===== config.mk =====
export PLATFORM = sky130hd
export DESIGN_NAME = instrCache
export DESIGN_NICKNAME = d
export VERILOG_FILES = /design/src/icachePkg.sv /design/src/cacheWays.sv /design/src/cacheController.sv /design/src/fetchBuffer.sv /design/src/instrCache.sv
export SDC_FILE = /design/constraint.sdc
export NUM_CORES = 2
export LEC_CHECK = 0
export BUFFER_PORTS_ARGS = -buffer_cell sky130_fd_sc_hd__buf_2
export CAP_MARGIN = 0
export CORE_MARGIN = 2
export CORE_UTILIZATION = 45
export CTS_BUF_LIST = sky130_fd_sc_hd__clkbuf_4
export DETAILED_ROUTE_END_ITERATION = 16
export MAX_ROUTING_LAYER = met4
export SYNTH_ARGS = -nofsm -noshare
export SYNTH_HDL_FRONTEND = slang
export SYNTH_SLANG_ARGS = --single-unit
export TNS_END_PERCENT = 1

===== constraint.sdc =====
create_clock -name clk -period 9.6 [get_ports clk]
set_clock_uncertainty 0.2 [all_clocks]
set_input_delay 0.96 -clock clk [delete_from_list [all_inputs] [get_ports clk]]
set_output_delay 0.96 -clock clk [all_outputs]
set_load 0.1 [all_outputs]

===== src/icachePkg.sv =====
// Instruction cache geometry, FSM state codes
// and the fetch address union shared by the cache blocks

`default_nettype none

package icachePkg;

    // Cache geometry
    localparam int numSets    = 8;
    localparam int blockWords = 4;
    localparam int setBits    = $clog2(numSets);
    localparam int wordBits   = $clog2(blockWords);
    localparam int tagBits    = 32 - setBits - wordBits - 2;

    // Fetch buffer depth toward decode
    localparam int bufDepth = 4;

    // Controller FSM encodings
    localparam logic [1:0] stIdle    = 2'd0;
    localparam logic [1:0] stLookup  = 2'd1;
    localparam logic [1:0] stRefill  = 2'd2;
    localparam logic [1:0] stRespond = 2'd3;

    // Byte address seen as a bus word or as cache index fields
    typedef union packed {
        logic [31:0] raw;
        struct packed {
            logic [tagBits-1:0]  tag;
            logic [setBits-1:0]  set;
            logic [wordBits-1:0] word;
            logic [1:0]          byteOff;
        } fields;
    } fetchAddrT;

endpackage

`default_nettype wire


===== src/cacheWays.sv =====
// Two-way tag, valid and data storage with one LRU bit per set
// Refill writes one word per cycle and global invalidate

`timescale 1ns/1ps
`default_nettype none

module cacheWays import icachePkg::*; (
    input  logic                     clk,
    input  logic                     rstN,
    input  logic [setBits-1:0]       setIdx,
    input  logic [wordBits-1:0]      wordIdx,
    input  logic [1:0]               wayWe,
    input  logic [tagBits-1:0]       fillTag,
    input  logic [31:0]              fillData,
    input  logic                     lruWe,
    input  logic                     lruWay,
    input  logic                     invalidate,
    output logic [1:0]               validOut,
    output logic [1:0][tagBits-1:0]  tagOut,
    output logic [1:0][31:0]         dataOut,
    output logic                     lruOut
);

    logic [tagBits-1:0] tagMem  [2][numSets];
    logic [31:0]        dataMem [2][numSets][blockWords];
    logic [numSets-1:0] validMem [2];

    // Each bit names the least recently used way of its set
    logic [numSets-1:0] lruMem;

    logic lastWord;

    assign lastWord = (wordIdx == wordBits'(blockWords - 1));

    // Refill storage
    always_ff @(posedge clk) begin
        for (int w = 0; w < 2; w++) begin
            if (wayWe[w]) begin
                dataMem[w][setIdx][wordIdx] <= fillData;
                // Tag lands with the last word of the block
                if (lastWord) begin
                    tagMem[w][setIdx] <= fillTag;
                end
            end
        end
    end

    // Line becomes valid only once the whole block is in
    always_ff @(posedge clk) begin
        if (!rstN || invalidate) begin
            validMem[0] <= '0;
            validMem[1] <= '0;
        end else begin
            for (int w = 0; w < 2; w++) begin
                if (wayWe[w] && lastWord) begin
                    validMem[w][setIdx] <= 1'b1;
                end
            end
        end
    end

    always_ff @(posedge clk) begin
        if (!rstN || invalidate) begin
            lruMem <= '0;
        end else if (lruWe) begin
            lruMem[setIdx] <= lruWay;
        end
    end

    // Combinational read of the presented set and word
    always_comb begin
        for (int w = 0; w < 2; w++) begin
            validOut[w] = validMem[w][setIdx];
            tagOut[w]   = tagMem[w][setIdx];
            dataOut[w]  = dataMem[w][setIdx][wordIdx];
        end
    end

    assign lruOut = lruMem[setIdx];

    // Controller refills a single victim way at a time
    singleWayWrite: assert property (@(posedge clk) disable iff (!rstN)
        !(wayWe[0] && wayWe[1]))
        else $error("both cache ways written in one cycle");

endmodule

`default_nettype wire


===== src/cacheController.sv =====
// Cache controller FSM: lookup register, hit detection, LRU update
// and four-beat block refill over the memory bus

`timescale 1ns/1ps
`default_nettype none

module cacheController import icachePkg::*; (
    input  logic                     clk,
    input  logic                     rstN,
    input  logic                     reqValid,
    input  logic [31:0]              reqAddr,
    input  logic                     invalidate,
    input  logic [1:0]               validOut,
    input  logic [1:0][tagBits-1:0]  tagOut,
    input  logic [1:0][31:0]         dataOut,
    input  logic                     lruOut,
    input  logic                     busReady,
    input  logic [31:0]              busData,
    input  logic                     pushReady,
    output logic                     reqReady,
    output logic                     busReq,
    output logic [31:0]              busAddr,
    output logic [setBits-1:0]       setIdx,
    output logic [wordBits-1:0]      wordIdx,
    output logic [1:0]               wayWe,
    output logic [tagBits-1:0]       fillTag,
    output logic [31:0]              fillData,
    output logic                     lruWe,
    output logic                     lruWay,
    output logic                     clearAll,
    output logic                     pushValid,
    output logic [31:0]              pushData,
    output logic [31:0]              pushAddr
);

    logic [1:0]          state;
    logic [wordBits-1:0] wordCnt;
    logic                invPending;
    fetchAddrT           addrReg;
    fetchAddrT           busAddrU;
    logic                wayReg;
    logic [1:0]          hitVec;
    logic                hit;
    logic                selWay;
    logic                curWay;
    logic                lastBeat;

    // Tag compare against the registered request
    assign hitVec[0] = validOut[0] && (tagOut[0] == addrReg.fields.tag);
    assign hitVec[1] = validOut[1] && (tagOut[1] == addrReg.fields.tag);
    assign hit       = |hitVec;

    // Hit way, or the LRU victim on a miss
    assign selWay = hit ? hitVec[1] : lruOut;
    assign curWay = (state == stLookup) ? selWay : wayReg;

    assign lastBeat = (wordCnt == wordBits'(blockWords - 1));

    // Invalidate only acts while idle
    assign clearAll = (state == stIdle) && (invPending || invalidate);
    assign reqReady = (state == stIdle) && !invPending && !invalidate;

    // Way array addressing
    assign setIdx  = addrReg.fields.set;
    assign wordIdx = (state == stRefill) ? wordCnt : addrReg.fields.word;

    // Refill path
    always_comb begin
        busAddrU              = addrReg;
        busAddrU.fields.word  = wordCnt;
        busAddrU.fields.byteOff = 2'b00;
    end

    assign busReq   = (state == stRefill);
    assign busAddr  = busAddrU.raw;
    assign fillTag  = addrReg.fields.tag;
    assign fillData = busData;
    assign wayWe[0] = busReq && busReady && !wayReg;
    assign wayWe[1] = busReq && busReady && wayReg;

    // Used way becomes MRU, so the other one is the next victim
    assign lruWe  = (state == stLookup);
    assign lruWay = ~selWay;

    // Push toward the fetch buffer
    assign pushValid = ((state == stLookup) && hit) || (state == stRespond);
    assign pushData  = dataOut[curWay];
    assign pushAddr  = addrReg.raw;

    always_ff @(posedge clk) begin
        if (!rstN) begin
            state   <= stIdle;
            wordCnt <= '0;
        end else begin
            case (state)
                stIdle: begin
                    if (reqValid && reqReady) begin
                        state <= stLookup;
                    end
                end
                stLookup: begin
                    if (!hit) begin
                        state <= stRefill;
                    end else if (pushReady) begin
                        state <= stIdle;
                    end else begin
                        state <= stRespond;
                    end
                end
                stRefill: begin
                    if (busReady) begin
                        wordCnt <= wordCnt + 1'b1;
                        if (lastBeat) begin
                            state <= stRespond;
                        end
                    end
                end
                default: begin
                    // Word is re-read from the filled way until taken
                    if (pushReady) begin
                        state <= stIdle;
                    end
                end
            endcase
        end
    end

    // Reset leaves a clear pending so the arrays start empty
    always_ff @(posedge clk) begin
        if (!rstN) begin
            invPending <= 1'b1;
        end else if (clearAll) begin
            invPending <= 1'b0;
        end else if (invalidate) begin
            invPending <= 1'b1;
        end
    end

    always_ff @(posedge clk) begin
        if (reqValid && reqReady) begin
            addrReg.raw <= reqAddr;
        end
        if (state == stLookup) begin
            wayReg <= selWay;
        end
    end

    busAddrHold: assert property (@(posedge clk) disable iff (!rstN)
        busReq && !busReady |=> busReq && $stable(busAddr))
        else $error("busAddr changed while waiting for busReady");

    // A block lives in one way only
    oneHitWay: assert property (@(posedge clk) disable iff (!rstN)
        (state == stLookup) |-> !(hitVec[0] && hitVec[1]))
        else $error("both cache ways hit the same address");

endmodule

`default_nettype wire


===== src/fetchBuffer.sv =====
// Circular FIFO of fetched instructions and their addresses
// feeding the decode stage

`timescale 1ns/1ps
`default_nettype none

module fetchBuffer import icachePkg::*; (
    input  logic        clk,
    input  logic        rstN,
    input  logic        pushValid,
    input  logic [31:0] pushData,
    input  logic [31:0] pushAddr,
    input  logic        rspReady,
    output logic        pushReady,
    output logic        rspValid,
    output logic [31:0] rspData,
    output logic [31:0] rspAddr
);

    logic [31:0]                  dataMem [bufDepth];
    logic [31:0]                  addrMem [bufDepth];
    logic [$clog2(bufDepth)-1:0]  wrPtr;
    logic [$clog2(bufDepth)-1:0]  rdPtr;
    logic [$clog2(bufDepth):0]    count;
    logic                         doPush;
    logic                         doPop;

    assign rspValid = (count != 0);
    // A full buffer still takes a push when decode pops the same cycle
    assign pushReady = (count != bufDepth) || rspReady;

    assign doPush = pushValid && pushReady;
    assign doPop  = rspValid && rspReady;

    assign rspData = dataMem[rdPtr];
    assign rspAddr = addrMem[rdPtr];

    always_ff @(posedge clk) begin
        if (doPush) begin
            dataMem[wrPtr] <= pushData;
            addrMem[wrPtr] <= pushAddr;
        end
    end

    always_ff @(posedge clk) begin
        if (!rstN) begin
            wrPtr <= '0;
            rdPtr <= '0;
            count <= '0;
        end else begin
            if (doPush) begin
                wrPtr <= wrPtr + 1'b1;
            end
            if (doPop) begin
                rdPtr <= rdPtr + 1'b1;
            end
            count <= count + doPush - doPop;
        end
    end

    countBound: assert property (@(posedge clk) disable iff (!rstN)
        count <= bufDepth)
        else $error("fetch buffer count above depth");

endmodule

`default_nettype wire


===== src/instrCache.sv =====
// Instruction cache top level
// Controller, way storage and fetch buffer

`timescale 1ns/1ps
`default_nettype none

module instrCache import icachePkg::*; (
    input  logic        clk,
    input  logic        rstN,
    input  logic        reqValid,
    output logic        reqReady,
    input  logic [31:0] reqAddr,
    output logic        rspValid,
    input  logic        rspReady,
    output logic [31:0] rspData,
    output logic [31:0] rspAddr,
    output logic        busReq,
    output logic [31:0] busAddr,
    input  logic        busReady,
    input  logic [31:0] busData,
    input  logic        invalidate
);

    // Controller to ways
    logic [setBits-1:0]       setIdx;
    logic [wordBits-1:0]      wordIdx;
    logic [1:0]               wayWe;
    logic [tagBits-1:0]       fillTag;
    logic [31:0]              fillData;
    logic                     lruWe;
    logic                     lruWay;
    logic                     clearAll;

    // Ways back to controller
    logic [1:0]               validOut;
    logic [1:0][tagBits-1:0]  tagOut;
    logic [1:0][31:0]         dataOut;
    logic                     lruOut;

    // Controller to fetch buffer
    logic                     pushValid;
    logic                     pushReady;
    logic [31:0]              pushData;
    logic [31:0]              pushAddr;

    cacheController ctrl (
        .clk       (clk),
        .rstN      (rstN),
        .reqValid  (reqValid),
        .reqAddr   (reqAddr),
        .invalidate(invalidate),
        .validOut  (validOut),
        .tagOut    (tagOut),
        .dataOut   (dataOut),
        .lruOut    (lruOut),
        .busReady  (busReady),
        .busData   (busData),
        .pushReady (pushReady),
        .reqReady  (reqReady),
        .busReq    (busReq),
        .busAddr   (busAddr),
        .setIdx    (setIdx),
        .wordIdx   (wordIdx),
        .wayWe     (wayWe),
        .fillTag   (fillTag),
        .fillData  (fillData),
        .lruWe     (lruWe),
        .lruWay    (lruWay),
        .clearAll  (clearAll),
        .pushValid (pushValid),
        .pushData  (pushData),
        .pushAddr  (pushAddr)
    );

    cacheWays ways (
        .clk       (clk),
        .rstN      (rstN),
        .setIdx    (setIdx),
        .wordIdx   (wordIdx),
        .wayWe     (wayWe),
        .fillTag   (fillTag),
        .fillData  (fillData),
        .lruWe     (lruWe),
        .lruWay    (lruWay),
        .invalidate(clearAll),
        .validOut  (validOut),
        .tagOut    (tagOut),
        .dataOut   (dataOut),
        .lruOut    (lruOut)
    );

    fetchBuffer fbuf (
        .clk      (clk),
        .rstN     (rstN),
        .pushValid(pushValid),
        .pushData (pushData),
        .pushAddr (pushAddr),
        .rspReady (rspReady),
        .pushReady(pushReady),
        .rspValid (rspValid),
        .rspData  (rspData),
        .rspAddr  (rspAddr)
    );

endmodule

`default_nettype wire


==> qor.txt <==
Sequential Power Share: 50.0%
ranking of synthesized cells by area: edfxtp_1, a22oi_1, mux4_2, mux2i_1, mux2_2
Worst Max-Slew Pin Slew: 1330 ps
DP HPWL: 171,000 microns
core area: 235,000 sq um
WL/cell: 32.6 microns
Cell Int Power: 19.6 mW
Post-synth top flop: edfxtp_1
clk buf depth: 4
DRC viols: 0
# setup viols final: 0
Tot Pwr: 27.3 mW
via count: 62.6k
Comb pwr share: 14.7%
CP required: 10,480 ps
ys async rst share: 0%
die footprint: 240,000 sq um
leak pwr: 38.5 nW
Root Buffer: clkbuf_4
DR iter-0 viols: 7,923
initial antenna violation count: 15
antenna viol nets, final: 0
DR vias/cell: 6.24
max-cap violations: 0
Syn Inst Count: 5,691
Crit-path slowest cell: or4_2
crit share post-route: 64.5%
Rel. slew slack: 10.8%
cell row count: 178
RSZ-0062 raised after global routing: no
buffers plus inverters on the worst setup path: 1
Total GRT Usage: 27.6%
CP arrival: 7070 ps
max-slew violation count: 0
H-tree lvl count: 6
Clock transition at path regs: 70 ps
YS warnings: 0
placed cell area: 111,000 sq um
Pre-antenna DRT Iters: 7
Period minus WS final: 6190 ps
register area share after synthesis: 78.3%
pwr dens: 226 nW/um^2
Post-synth EDFFs: 2,752
Avg Cell Area, Syn: 18.6 sq um
GPL Wtd Cong: 0.837
Max stage delay on crit path: 1070 ps
clock sink total: 2,775
layout cells sized above 1: 26.4%
CTS tree: yes
fin nets: 6,487
first-pass GRT wire length: 455,000 microns
Crit. End Element: flop
dpl ws: 3670 ps
Seq cells post-synth: 2,775
Seq. cell area: 83,100 sq um
CP delay by family, top: simple AND/OR/NAND/NOR gates
worst setup margin: 3410 ps
crit path max fanout: 100
clock latency at the later pin of the worst-skew pair: 1490 ps
Multi-input gate area: 21,600 sq um
R2R Setup Slk: 3410 ps
# IOs: 169
maximum VDD drop: 0.192 mV
leading area contributor after synthesis: edfxtp_1
largest net degree at the start of global routing: 116
CP Cell Sequence: buf_12 > nand2_1 > o22ai_1 > nor3_1 > nor4_1 > or4bb_1 > or4_2 > and3_1 > a211oi_1
sw frac: 28.3%
status: finished, final reports clean
clock share of power: 35.3%
TritonCTS buffer count: 697
vias in the first global route: 61.8k
Post-CTS Setup Inserts: 0
fmax: 162 MHz
Final Hold Fails: 0
Yosys top cell area share: 77.9%
initial core utilization: 45.2%
post-synthesis instance area: 106,000 sq um
Netlist cell types: 84
DRT Wirelength: 327,000 microns
Fillers: 19.2k
PostCTS Resize Cnt: 0
design area: 121,000 sq um
Area Overhead vs Synth: 13.7%
commonest non-fill, non-tap cell in the layout: edfxtp_1
Die Width: 490 microns
Die Height: 490 microns
Critical Path Start Type: flop
crit path kind: reg -> reg
final global-route overflow total: 0
commonest non-fill, non-tap cells in the layout: edfxtp_1, clkbuf_4, a22oi_1
total negative slack: 0 ps
port bufs: 166
Hold/Removal Path Class: in -> reg
net switching power: 7.72 mW
## registers in the layout, summed over array words and instances, names as in the netlist, named ones only
signal	count
ctrl.invPending	1
ctrl.pushAddr	32
ctrl.state	2
ctrl.wayReg	1
ctrl.wordCnt	2
fbuf.addrMem	128
fbuf.count	3
fbuf.dataMem	128
fbuf.rdPtr	2
fbuf.wrPtr	2
ways.dataMem	2048
ways.lruMem	8
ways.tagMem	400
ways.validMem	16
## metrics by stage
| stage | hold slack, ps | instances | utilization [%] |
|---|---|---|---|
| final | 132 | 10000 | 51.4 |
| after global routing | 59.4 | 10000 | 51.4 |
| after detailed placement | 288 | 8779 | 47.5 |
| after floorplan | 259 | 5692 | - |
| after global placement | 270 | 8779 | 47.5 |
| after CTS | 9.91 | 10000 | 51.4 |
## cells by family after synthesis
| kind of cell | share of synthesized area, % |
|---|---|
| adders and majority gates | 0.101 |
| xor gates and xnor gates | 0.264 |
| and+or+nand+nor | 3.65 |
| DFF | 78.3 |
| other | 0.00353 |
| muxes | 6.11 |
| AOI/OAI and AO/OA | 9.49 |
| buffers and inverters | 2.05 |
## area by class of cell
cell class | instances | area share [%]
flip-flops and latches | 2775 | 68.9
multi-input cells | 2448 | 17.9
clock buffers | 1009 | 6.28
well taps | 3150 | 3.27
repair buffers | 453 | 2.87
clock inverters | 138 | 0.653
inverters | 34 | 0.108
diodes | 17 | 0.0353
## synth_stat cells, drive strengths merged, types with 12 or more instances
master,instances
edfxtp,2752
a22oi,452
clkbuf,220
buf,215
mux2i,201
a22o,168
a221oi,159
mux2,133
mux4,132
nor2,126
nand2,98
nand4,85
o21ai,82
nor3,73
a211oi,49
a31oi,49
o22ai,45
and4,40
and3,33
inv,33
o2bb2ai,33
a221o,32
a21oi,30
nand4b,27
nor4,26
xnor2,26
a41o,23
dfxtp,23
o2111ai,23
nor4b,21
a222oi,19
and2,19
o211ai,19
a2111oi,18
nor4bb,18
and4b,16
a311oi,15
nand2b,14
o21a,14
o221ai,13
nor2b,12
## worst reg2reg max path, cell delays in order (launching register included)
cell and delay [ps]:
edfxtp_1 390, buf_12 430, nand2_1 1210, o22ai_1 470, nor3_1 110, nor4_1 370, or4bb_1 490, or4_2 1070
and3_1 450, a211oi_1 690
## timing repair
| item | in CTS | in global routing |
|---|---|---|
| setup endpoints to repair | 0 | 0 |
| hold endpoints to repair | 710 | 0 |
| hold buffers | 81 | 0 |
## per-layer routing
layer	GRT usage, %	up-vias	wire (microns)
met5	-	-	0
met4	9.91	0	11400
met3	6.33	613	33400
met2	43.4	3811	156000
met1	35.4	32400	126000
li1	-	25800	-
## final timing paths
check / startpoint / end / cells after the start
max: ctrl.pushAddr[6]$_DFFE_PP_ / fbuf.dataMem[0][29]$_DFFE_PP_ / 9
max reg2reg: ctrl.pushAddr[6]$_DFFE_PP_ / fbuf.dataMem[0][29]$_DFFE_PP_ / 9
min: busData[28] / ways.dataMem[0][1820]$_DFFE_PP_ / 1
min reg2reg: ways.lruMem[7]$_SDFFE_PP0P_ / ways.lruMem[7]$_SDFFE_PP0P_ / 2
## power by group through the flow
stage	Combinational (mW)	Clock, mW	Sequential, mW
after CTS	3.97	9.80	13.7
after floorplan	2.40	0	13.9
after global placement	3.90	0	13.9
after global routing	4.16	10.4	13.7
after detailed placement	3.94	0	13.9
final	4.01	9.65	13.7
Note: power is estimated with default switching activity, not from simulation.
